**src/divsqrt_pkg.sv**
```systemverilog
/* Shared widths, types and request/response structs of the divide and square-root unit.
   Modules take it with a wildcard import in their header. */
package divsqrt_pkg;

  // ----------------------------------------------------------------------
  // Widths
  // ----------------------------------------------------------------------

  // Operand and result width, must stay even for the square root
  localparam int unsigned DATA_WIDTH = 16;

  // Caller tag width
  localparam int unsigned TAG_WIDTH = 4;

  // One operand or one result
  typedef logic [DATA_WIDTH-1:0] operand_t;

  // Tag travelling alongside an operation
  typedef logic [TAG_WIDTH-1:0] tag_t;

  // ----------------------------------------------------------------------
  // Operation encoding
  // ----------------------------------------------------------------------

  typedef enum logic {
    OP_DIV  = 1'b0,
    OP_SQRT = 1'b1
  } op_e;

  // ----------------------------------------------------------------------
  // Handshake payloads
  // ----------------------------------------------------------------------

  // Request as seen at the input, operand_b unused for a square root
  typedef struct packed {
    operand_t operand_a;
    operand_t operand_b;
    op_e      op;
    tag_t     tag;
  } in_req_t;

  // Response as seen at the output
  typedef struct packed {
    operand_t result;
    logic     div_zero;  // Divisor was zero, result forced to all ones
    tag_t     tag;
  } out_rsp_t;

endpackage

```
**src/divsqrt_in_pipe.sv**
```systemverilog
/* Input register chain of the divide/sqrt unit with valid/ready per stage.
   NumInRegs stages, zero gives a plain pass-through. */
`timescale 1ns/1ps

module divsqrt_in_pipe import divsqrt_pkg::*; #(
  parameter int unsigned NumInRegs = 1
) (
  input  logic    clk_i,
  input  logic    arst_n_i,
  input  logic    flush_i,
  // Upstream side
  input  in_req_t req_i,
  input  logic    valid_i,
  output logic    ready_o,
  // Towards control
  output in_req_t req_o,
  output logic    valid_o,
  input  logic    ready_i,
  // Any stage occupied
  output logic    busy_o
);

  // Index i holds the signal after i register stages
  in_req_t [0:NumInRegs] stage_req;
  logic    [0:NumInRegs] stage_valid;
  // Ready travels backwards combinationally
  logic    [0:NumInRegs] stage_ready;

  // Chain entry from the upstream port
  assign stage_req[0]   = req_i;
  assign stage_valid[0] = valid_i;
  assign ready_o        = stage_ready[0];

  // ----------------------------------------------------------------------
  // Register stages
  // ----------------------------------------------------------------------
  for (genvar i = 0; i < NumInRegs; i++) begin : gen_stage
    logic load;

    // Advance when the next stage takes our item or only holds a bubble
    assign stage_ready[i] = stage_ready[i+1] | ~stage_valid[i+1];
    // Only move payload when something real is present
    assign load = stage_ready[i] & stage_valid[i];

    // Valid bit, flush drops whatever is in the stage
    always_ff @(posedge clk_i or negedge arst_n_i) begin : valid_reg
      if (!arst_n_i) begin
        stage_valid[i+1] <= 1'b0;
      end else if (flush_i) begin
        stage_valid[i+1] <= 1'b0;
      end else if (stage_ready[i]) begin
        stage_valid[i+1] <= stage_valid[i];
      end
    end

    // Payload enable register
    always_ff @(posedge clk_i) begin : data_reg
      if (load) begin
        stage_req[i+1] <= stage_req[i];
      end
    end
  end

  // Chain exit towards control
  assign stage_ready[NumInRegs] = ready_i;
  assign req_o                  = stage_req[NumInRegs];
  assign valid_o                = stage_valid[NumInRegs];

  // Occupancy of the registered stages only
  if (NumInRegs > 0) begin : gen_busy
    assign busy_o = |stage_valid[1:NumInRegs];
  end else begin : gen_no_busy
    assign busy_o = 1'b0;
  end

endmodule

```
**src/divsqrt_ctrl.sv**
```systemverilog
/* Control FSM between the input pipe and the iterative engine.
   Starts operations, keeps the tag and holds a result under back-pressure. */
`timescale 1ns/1ps

module divsqrt_ctrl import divsqrt_pkg::*; (
  input  logic     clk_i,
  input  logic     arst_n_i,
  input  logic     flush_i,
  // Request from the input pipe
  input  in_req_t  req_i,
  input  logic     req_valid_i,
  output logic     req_ready_o,
  // Engine control
  output logic     start_div_o,
  output logic     start_sqrt_o,
  output logic     kill_o,
  output operand_t operand_a_o,
  output operand_t operand_b_o,
  // Engine status
  input  logic     engine_ready_i,
  input  logic     engine_done_i,
  input  operand_t engine_result_i,
  input  logic     engine_div_zero_i,
  // Response to the output pipe
  output out_rsp_t rsp_o,
  output logic     rsp_valid_o,
  input  logic     rsp_ready_i,
  output logic     busy_o
);

  typedef enum logic [1:0] {IDLE, BUSY, HOLD} state_e;

  state_e   state_q, state_d;
  logic     in_ready;
  logic     op_starting;
  logic     hold_en;
  tag_t     tag_q;
  operand_t held_result_q;
  logic     held_div_zero_q;

  // Starts gated by FSM ready and dropped on flush
  assign op_starting  = req_valid_i & in_ready & ~flush_i;
  assign start_div_o  = op_starting & (req_i.op == OP_DIV);
  assign start_sqrt_o = op_starting & (req_i.op == OP_SQRT);
  assign operand_a_o  = req_i.operand_a;
  assign operand_b_o  = req_i.operand_b;
  assign kill_o       = flush_i;
  assign req_ready_o  = in_ready;

  // ----------------------------------------------------------------------
  // FSM
  // ----------------------------------------------------------------------
  always_comb begin : fsm
    in_ready    = 1'b0;
    rsp_valid_o = 1'b0;
    busy_o      = 1'b0;
    state_d     = state_q;
    unique case (state_q)
      // Waiting for work
      IDLE: begin
        in_ready = engine_ready_i;
        if (req_valid_i && in_ready) begin
          state_d = BUSY;
        end
      end
      // Engine iterating
      BUSY: begin
        busy_o = 1'b1;
        if (engine_done_i) begin
          rsp_valid_o = 1'b1;
          if (rsp_ready_i) begin
            // Back-to-back issue if another request waits
            in_ready = engine_ready_i;
            state_d  = (req_valid_i && in_ready) ? BUSY : IDLE;
          end else begin
            state_d = HOLD;
          end
        end
      end
      // Result parked until downstream takes it
      HOLD: begin
        busy_o      = 1'b1;
        rsp_valid_o = 1'b1;
        if (rsp_ready_i) begin
          in_ready = engine_ready_i;
          state_d  = (req_valid_i && in_ready) ? BUSY : IDLE;
        end
      end
      default: state_d = IDLE;
    endcase
    // Flush wins over everything
    if (flush_i) begin
      busy_o      = 1'b0;
      rsp_valid_o = 1'b0;
      state_d     = IDLE;
    end
  end

  always_ff @(posedge clk_i or negedge arst_n_i) begin : state_reg
    if (!arst_n_i) begin
      state_q <= IDLE;
    end else begin
      state_q <= state_d;
    end
  end

  // Tag capture at start, hold register when done meets a stall
  assign hold_en = engine_done_i & ~rsp_ready_i;

  always_ff @(posedge clk_i) begin : payload_regs
    if (op_starting) begin
      tag_q <= req_i.tag;
    end
    if (hold_en) begin
      held_result_q   <= engine_result_i;
      held_div_zero_q <= engine_div_zero_i;
    end
  end

  // Output select, held data first
  assign rsp_o.result   = (state_q == HOLD) ? held_result_q : engine_result_i;
  assign rsp_o.div_zero = (state_q == HOLD) ? held_div_zero_q : engine_div_zero_i;
  assign rsp_o.tag      = tag_q;

endmodule

```
**src/divsqrt_iter_engine.sv**
```systemverilog
/* Iterative restoring divider and square-root engine, one result bit per cycle.
   Pulse a start, wait for done, kill aborts at once. */
`timescale 1ns/1ps

module divsqrt_iter_engine import divsqrt_pkg::*; (
  input  logic     clk_i,
  input  logic     arst_n_i,
  input  logic     start_div_i,
  input  logic     start_sqrt_i,
  input  logic     kill_i,
  input  operand_t operand_a_i,
  input  operand_t operand_b_i,
  output logic     ready_o,
  output logic     done_o,
  output operand_t result_o,
  output logic     div_zero_o
);

  localparam int unsigned HalfW = DATA_WIDTH / 2;
  // Two spare bits for the square-root trial value
  localparam int unsigned RemW  = DATA_WIDTH + 2;
  localparam int unsigned CntW  = $clog2(DATA_WIDTH);

  typedef logic [RemW-1:0]  rem_t;
  typedef logic [HalfW-1:0] root_t;
  typedef logic [CntW-1:0]  cnt_t;

  // Control state
  logic     busy_q;
  cnt_t     cnt_q;
  // Datapath state
  logic     is_sqrt_q;
  logic     div_zero_q;
  rem_t     rem_q;
  operand_t acc_q;      // Dividend shifting into quotient, or radicand
  root_t    root_q;
  operand_t divisor_q;

  logic     start;
  logic     step_en;
  // Step inputs, taken from the ports in the start cycle
  logic     cur_sqrt;
  rem_t     cur_rem;
  operand_t cur_acc;
  root_t    cur_root;
  operand_t cur_divisor;
  // Step results
  rem_t     div_trial;
  rem_t     sqrt_trial;
  rem_t     sqrt_sub;
  logic     div_ge;
  logic     sqrt_ge;
  rem_t     rem_d;
  operand_t acc_d;
  root_t    root_d;

  assign start   = start_div_i | start_sqrt_i;
  assign done_o  = busy_q & (cnt_q == '0);
  assign ready_o = ~busy_q | done_o;
  // First step happens on the start edge itself
  assign step_en = start | (busy_q & ~done_o);

  always_comb begin : step_src
    if (start) begin
      cur_sqrt    = start_sqrt_i;
      cur_rem     = '0;
      cur_acc     = operand_a_i;
      cur_root    = '0;
      cur_divisor = operand_b_i;
    end else begin
      cur_sqrt    = is_sqrt_q;
      cur_rem     = rem_q;
      cur_acc     = acc_q;
      cur_root    = root_q;
      cur_divisor = divisor_q;
    end
  end

  // ----------------------------------------------------------------------
  // One restoring step
  // ----------------------------------------------------------------------
  always_comb begin : restoring_step
    // Divide brings down one dividend bit
    div_trial  = {cur_rem[RemW-2:0], cur_acc[DATA_WIDTH-1]};
    div_ge     = (div_trial >= rem_t'(cur_divisor));
    // Square root brings down two radicand bits against 4*root+1
    sqrt_trial = {cur_rem[RemW-3:0], cur_acc[DATA_WIDTH-1 -: 2]};
    sqrt_sub   = rem_t'({cur_root, 2'b01});
    sqrt_ge    = (sqrt_trial >= sqrt_sub);
    if (cur_sqrt) begin
      rem_d  = sqrt_ge ? (sqrt_trial - sqrt_sub) : sqrt_trial;
      acc_d  = {cur_acc[DATA_WIDTH-3:0], 2'b00};
      root_d = {cur_root[HalfW-2:0], sqrt_ge};
    end else begin
      rem_d  = div_ge ? (div_trial - rem_t'(cur_divisor)) : div_trial;
      acc_d  = {cur_acc[DATA_WIDTH-2:0], div_ge};
      root_d = cur_root;
    end
  end

  // Iteration counter, loaded with steps still left after the first
  always_ff @(posedge clk_i or negedge arst_n_i) begin : ctrl_regs
    if (!arst_n_i) begin
      busy_q <= 1'b0;
      cnt_q  <= '0;
    end else if (kill_i) begin
      busy_q <= 1'b0;
      cnt_q  <= '0;
    end else if (start) begin
      busy_q <= 1'b1;
      cnt_q  <= start_sqrt_i ? cnt_t'(HalfW - 1) : cnt_t'(DATA_WIDTH - 1);
    end else if (done_o) begin
      busy_q <= 1'b0;
    end else if (busy_q) begin
      cnt_q <= cnt_q - 1'b1;
    end
  end

  always_ff @(posedge clk_i) begin : datapath_regs
    if (step_en) begin
      rem_q  <= rem_d;
      acc_q  <= acc_d;
      root_q <= root_d;
    end
    if (start) begin
      is_sqrt_q  <= start_sqrt_i;
      div_zero_q <= start_div_i & (operand_b_i == '0);
      divisor_q  <= operand_b_i;
    end
  end

  // Zero divisor forces all ones
  assign result_o   = is_sqrt_q ? operand_t'(root_q) : (div_zero_q ? '1 : acc_q);
  assign div_zero_o = div_zero_q & ~is_sqrt_q;

endmodule

```
**src/divsqrt_out_pipe.sv**
```systemverilog
/* Output register chain of the divide/sqrt unit with valid/ready per stage.
   The last stage drives the unit outputs. */
`timescale 1ns/1ps

module divsqrt_out_pipe import divsqrt_pkg::*; #(
  parameter int unsigned NumOutRegs = 1
) (
  input  logic     clk_i,
  input  logic     arst_n_i,
  input  logic     flush_i,
  // From control
  input  out_rsp_t rsp_i,
  input  logic     valid_i,
  output logic     ready_o,
  // Downstream side
  output out_rsp_t rsp_o,
  output logic     valid_o,
  input  logic     ready_i,
  output logic     busy_o
);

  out_rsp_t [0:NumOutRegs] stage_rsp;
  logic     [0:NumOutRegs] stage_valid;
  logic     [0:NumOutRegs] stage_ready;

  assign stage_rsp[0]   = rsp_i;
  assign stage_valid[0] = valid_i;
  assign ready_o        = stage_ready[0];

  // ----------------------------------------------------------------------
  // Register stages
  // ----------------------------------------------------------------------
  for (genvar i = 0; i < NumOutRegs; i++) begin : gen_stage
    logic load;

    // Pop when downstream is ready or holds a bubble
    assign stage_ready[i] = stage_ready[i+1] | ~stage_valid[i+1];
    assign load           = stage_ready[i] & stage_valid[i];

    always_ff @(posedge clk_i or negedge arst_n_i) begin : valid_reg
      if (!arst_n_i) begin
        stage_valid[i+1] <= 1'b0;
      end else if (flush_i) begin
        stage_valid[i+1] <= 1'b0;
      end else if (stage_ready[i]) begin
        stage_valid[i+1] <= stage_valid[i];
      end
    end

    always_ff @(posedge clk_i) begin : data_reg
      if (load) begin
        stage_rsp[i+1] <= stage_rsp[i];
      end
    end
  end

  // Downstream ready enters at the tail
  assign stage_ready[NumOutRegs] = ready_i;
  assign rsp_o                   = stage_rsp[NumOutRegs];
  assign valid_o                 = stage_valid[NumOutRegs];

  if (NumOutRegs > 0) begin : gen_busy
    assign busy_o = |stage_valid[1:NumOutRegs];
  end else begin : gen_no_busy
    assign busy_o = 1'b0;
  end

endmodule

```
**src/divsqrt_multi.sv**
```systemverilog
/* Top level of the multi-cycle integer divide and square-root unit.
   Requests in with valid/ready, responses out in request order. */
`timescale 1ns/1ps

module divsqrt_multi import divsqrt_pkg::*; #(
  parameter int unsigned NumInRegs  = 1,
  parameter int unsigned NumOutRegs = 1
) (
  input  logic     clk_i,
  input  logic     arst_n_i,
  input  logic     flush_i,
  // Input handshake
  input  in_req_t  req_i,
  input  logic     in_valid_i,
  output logic     in_ready_o,
  // Output handshake
  output out_rsp_t rsp_o,
  output logic     out_valid_o,
  input  logic     out_ready_i,
  // Items in flight
  output logic     busy_o
);

  // Input pipe to control
  in_req_t  pipe_req;
  logic     pipe_valid;
  logic     pipe_ready;
  // Control to engine
  logic     start_div;
  logic     start_sqrt;
  logic     kill;
  operand_t operand_a;
  operand_t operand_b;
  // Engine to control
  logic     engine_ready;
  logic     engine_done;
  operand_t engine_result;
  logic     engine_div_zero;
  // Control to output pipe
  out_rsp_t ctrl_rsp;
  logic     ctrl_valid;
  logic     ctrl_ready;
  // Busy contributions
  logic     busy_in;
  logic     busy_ctrl;
  logic     busy_out;

  // ----------------------------------------------------------------------
  // Input side
  // ----------------------------------------------------------------------
  divsqrt_in_pipe #(
    .NumInRegs ( NumInRegs )
  ) i_in_pipe (
    .clk_i, .arst_n_i, .flush_i,
    .req_i, .valid_i ( in_valid_i ), .ready_o ( in_ready_o ),
    .req_o ( pipe_req ), .valid_o ( pipe_valid ), .ready_i ( pipe_ready ),
    .busy_o ( busy_in )
  );

  // ----------------------------------------------------------------------
  // Processing
  // ----------------------------------------------------------------------
  divsqrt_ctrl i_ctrl (
    .clk_i, .arst_n_i, .flush_i,
    .req_i ( pipe_req ), .req_valid_i ( pipe_valid ), .req_ready_o ( pipe_ready ),
    .start_div_o ( start_div ), .start_sqrt_o ( start_sqrt ), .kill_o ( kill ),
    .operand_a_o ( operand_a ), .operand_b_o ( operand_b ),
    .engine_ready_i ( engine_ready ), .engine_done_i ( engine_done ),
    .engine_result_i ( engine_result ), .engine_div_zero_i ( engine_div_zero ),
    .rsp_o ( ctrl_rsp ), .rsp_valid_o ( ctrl_valid ), .rsp_ready_i ( ctrl_ready ),
    .busy_o ( busy_ctrl )
  );

  divsqrt_iter_engine i_engine (
    .clk_i, .arst_n_i,
    .start_div_i ( start_div ), .start_sqrt_i ( start_sqrt ), .kill_i ( kill ),
    .operand_a_i ( operand_a ), .operand_b_i ( operand_b ),
    .ready_o ( engine_ready ), .done_o ( engine_done ),
    .result_o ( engine_result ), .div_zero_o ( engine_div_zero )
  );

  // ----------------------------------------------------------------------
  // Output side
  // ----------------------------------------------------------------------
  divsqrt_out_pipe #(
    .NumOutRegs ( NumOutRegs )
  ) i_out_pipe (
    .clk_i, .arst_n_i, .flush_i,
    .rsp_i ( ctrl_rsp ), .valid_i ( ctrl_valid ), .ready_o ( ctrl_ready ),
    .rsp_o, .valid_o ( out_valid_o ), .ready_i ( out_ready_i ),
    .busy_o ( busy_out )
  );

  // Anything held anywhere counts as busy
  assign busy_o = busy_in | busy_ctrl | busy_out;

endmodule

```
**config.mk**
```make
export PLATFORM = sky130hd
export DESIGN_NAME = divsqrt_multi
export DESIGN_NICKNAME = d
export VERILOG_FILES = /design/src/divsqrt_pkg.sv /design/src/divsqrt_in_pipe.sv /design/src/divsqrt_ctrl.sv /design/src/divsqrt_iter_engine.sv /design/src/divsqrt_out_pipe.sv /design/src/divsqrt_multi.sv
export SDC_FILE = /design/constraint.sdc
export NUM_CORES = 1
export LEC_CHECK = 0
export BUFFER_PORTS_ARGS = -buffer_cell sky130_fd_sc_hd__buf_2
export CORE_MARGIN = 2
export CORE_UTILIZATION = 35
export CTS_CLUSTER_DIAMETER = 50
export DETAILED_ROUTE_END_ITERATION = 8
export PLACE_DENSITY = 0.62
export SLEW_MARGIN = 20
export SYNTH_ARGS = -nofsm -noshare
export SYNTH_HDL_FRONTEND = slang
export SYNTH_SLANG_ARGS = --single-unit
```
**constraint.sdc**
```tcl
create_clock -name clk_i -period 4.5 [get_ports clk_i]
set_input_delay 0.675 -clock clk_i [delete_from_list [all_inputs] [get_ports clk_i]]
set_output_delay 0.675 -clock clk_i [all_outputs]
set_load 0.005 [all_outputs]
```
==> impl_results.md <==
- DR vias/cell: 5.256
- Worst-Margin Slew: 0.9982 ns
- Synthesized area: 0.008432 sq mm
- H-tree depth: 4
- Clk root buf: clkbuf_16
- CP Data Required Time: 4.77 ns
- Diode count: 0
- Worst-skew pair later-pin latency: 0.42 ns
- Count of pins over their slew limit: 0
- Num ports: 66
- Pre-antenna DRT Iters: 5
- Synthesis warning total: 0
- Worst-path cell with the longest stage delay: o41a_1
- First-pass GRT wire length: 33350 um
- Row count: 56
- Placed cell area: 0.009326 sq mm
- Fin cells: 1270
- # DRC: 0
- Iteration-0 DRC Markers: 569
- Slew HR: 33.38%
- Sequential element share of the synthesized area: 49.80%
- Critical path launch point: i_engine.cnt_q[0]
- Final period util: 95.25%
- Slowest cell delay on critical path: 0.43 ns
- Setup Viol. Count Final: 0
- Die height: 159.2 um
- Finished Cell Area: 0.01002 sq mm
- Mapped Cells: 855
- CTS Hold Bufs: 0
- DIE AREA: 0.02535 sq mm
- Cells after DPL: 1236
- Worst VDD drop: 0.2358 mV
- Unrepaired setup endpoints after global routing: true
- Pin count of the biggest net entering global routing: 48
- Vias post-DR: 6675
- Worst Path Arrival: 4.56 ns
- Worst-path clk slew: 0.07 ns
- Layout cells sized above 1: 20.50%
- Critical-path cell list: inv_1 > ha_2 > and4bb_2 > nand3_4 > a21o_4 > buf_12 > nand2_1 > nand2_1 > ha_2 > inv_1 > ha_1 > o21a_1 > a2111oi_4 > nor3_1 > a311oi_1 > o41a_1 > buf_12 > buf_4 > nand2b_1 > or3_1 > a31oi_1
- Routed wire length: 20770 um
- DR WL/cell: 16.35 um
- Vias in the first global route: 6404
- # port buffers: 65
- Fill count: 2320
- DIE WIDTH: 159.2 um
- Async set-reset flop share out of synthesis: 6.122%
- #FFs+latches synth: 147
- Nets: 1006
- Setup TNS: 0 ns
- Synthesized area per cell: 9.862 sq um
- # clock sinks: 147
- Initial antenna violation count: 0
- Area growth, synth to finish: 18.85%
- FF-to-FF Start: i_engine.cnt_q[0]
- Core Area: 0.02354 sq mm
- Critical path class: reg2reg
- Clk_skew: 0.01163 ns
- Post-synth EDFFs: 121
- Maximum clock path buffer count: 2
- Final core utilization: 42.56%
- Total CTS buffers: 17
- Final Hold Vio Count: 0
- GRT overflow: 0
- Tmin final: 4.286 ns
- RD Place Congestion: 0.8827
- CP Capture Type: register
- CP startpoint kind: register
- Initial core utilization: 35.82%
- Power Density: 575.8 mW/mm^2
- Net count of the mapped netlist: 923
- Synth unique cells: 83
- Type of the tightest min-delay check: in2async
- Max_cap viols: 0
- Leakage: 3.860 nW
- Post-route ant nets: 0
- CTS tree: done
- Status: finished clean
- Peak fanout along the critical path: 47
- Most used DFF post-synth: edfxtp_1
- FMAX: 0.2333 GHz
- Final HPWL DP: 14900 um
- Tot GR Track Use: 16.35%
## kinds of logic after synthesis
group / Yosys count / synth area share [%]
xor gates and xnor gates: 20 / 2.077
DFF: 147 / 49.80
muxes: 30 / 3.710
adders and majority gates: 27 / 3.977
AOI/OAI and AO/OA: 223 / 18.30
buffers and inverters: 89 / 4.437
and+or+nand+nor: 319 / 17.70
## cell usage after synthesis, drive strengths merged (4+ instances only)
library cell  count  area share [%]
a211oi            9            0.80
a21o             11             1.1
a21oi            53             3.3
a311oi            4            0.70
a31o              4            0.42
a31oi            24             1.8
and2             14             1.0
and3             19             1.4
buf              18             1.2
clkbuf           31             1.4
dfrtp             9             2.7
dfxtp            17             4.0
edfxtp          121              43
ha               26             3.9
inv              39             1.7
mux2             10             1.3
mux2i            20             2.4
nand2           150             6.7
nand2b           12            0.98
nand3             8            0.62
nor2             65             2.9
nor2b             9            0.67
nor3             12            0.83
nor4              8            0.59
o211ai            4            0.42
o21a              5            0.45
o21ai            46             2.7
o21bai            4            0.36
o22ai            11            0.82
o31a              4            0.42
o31ai            15             1.3
or3               4            0.30
xnor2            11             1.1
xor2              9            0.93
## state kept, by name, indices dropped and copies added, names as in the netlist, 4 cells and up
name / flops
i_engine.cnt_q: 4
i_out_pipe.rsp_o: 21
i_engine.acc_q: 16
i_engine.root_q: 8
i_ctrl.tag_q: 4
i_engine.divisor_q: 16
i_ctrl.held_result_q: 16
i_in_pipe.req_o: 37
i_engine.rem_q: 17
## final timing paths
path                            cells past startpoint  slack (ns)                end
worst max-delay path                               21        0.21  i_engine.rem_q[4]
max in group asynchronous                           1        4.20  i_engine.cnt_q[1]
worst max register to register                     21        0.21  i_engine.rem_q[4]
worst min register to register                      0        0.42    i_ctrl.tag_q[1]
min in group clk_i                                  0        0.42    i_ctrl.tag_q[1]
worst min-delay path                                1        0.10  i_out_pipe.busy_o
## power by group
part | internal [mW] | leakage [nW] | switching [mW]
Clock | 0.836 | 0.296 | 0.615
Combinational | 1.04 | 2.18 | 1.40
Sequential | 1.76 | 1.39 | 0.112
Total | 3.64 | 3.86 | 2.13
## per-stage QoR
step | hold slack, ns | setup WS, ns | total power [mW]
CTS | 0.09696 | 0.04681 | 5.735
floorplan | 0.3794 | -0.04600 | 3.635
global placement | 0.4036 | -0.1554 | 4.247
global route | 0.1038 | -0.03305 | 6.169
finish | 0.1010 | 0.2136 | 5.770
detailed placement | 0.4084 | -0.1193 | 4.259
## routing by layer
layer  part of all wire, %  global-route usage, %  wire, um  vias to the layer above
met4                   2.0                  5.950       425                        0
met2                    46                  25.69      9493                      186
met1                    48                  22.91      9987                     3170
li1                      -                      -         -                     3285
met5                     0                      0         0                        -
met3                   4.1                  2.527       859                       34
## worst max-delay path: cells and delay by family, from the launching register on
family                     cells  cell delay [ns]
DFF                            1             0.40
and+or+nand+nor                7             1.28
buffers and inverters          5             0.63
adders and majority gates      3             0.58
AOI/OAI and AO/OA              6             1.25
## timing repair
action / 4_1_cts / 5_1_grt
setup buffers: 0 / 2
gates resized for setup: 1 / 17
pin swaps: 0 / 6
endpoints found under the hold margin: 0 / 0
setup endpoints to repair: 1 / 16
## placed cells by master, fill, tap and decap left out, drive strengths merged, types with 11 or more instances in the layout
cell type | netlist | layout
clkbuf | 31 | 17
a31oi | 24 | 24
nor3 | 12 | 12
edfxtp | 121 | 121
and3 | 19 | 19
a21o | 11 | 11
o21ai | 46 | 46
dfxtp | 17 | 17
mux2i | 20 | 20
o22ai | 11 | 11
buf | 18 | 113
xnor2 | 11 | 11
o31ai | 15 | 15
nor2 | 65 | 65
nand2 | 150 | 150
inv | 39 | 46
a21oi | 53 | 53
ha | 26 | 26
and2 | 14 | 14
nand2b | 12 | 12
## area by class of cell
class	count	area, sq um	area share [%]
inverter	40	162.7	1.623
tap	319	399.1	3.983
clock inverter	15	173.9	1.736
clock buffer	17	425.4	4.245
sequential	147	4199	41.90
timing repair buffer	113	710.7	7.092
multi-input combinational	619	3950	39.42
(Power assumes the default switching activity.)
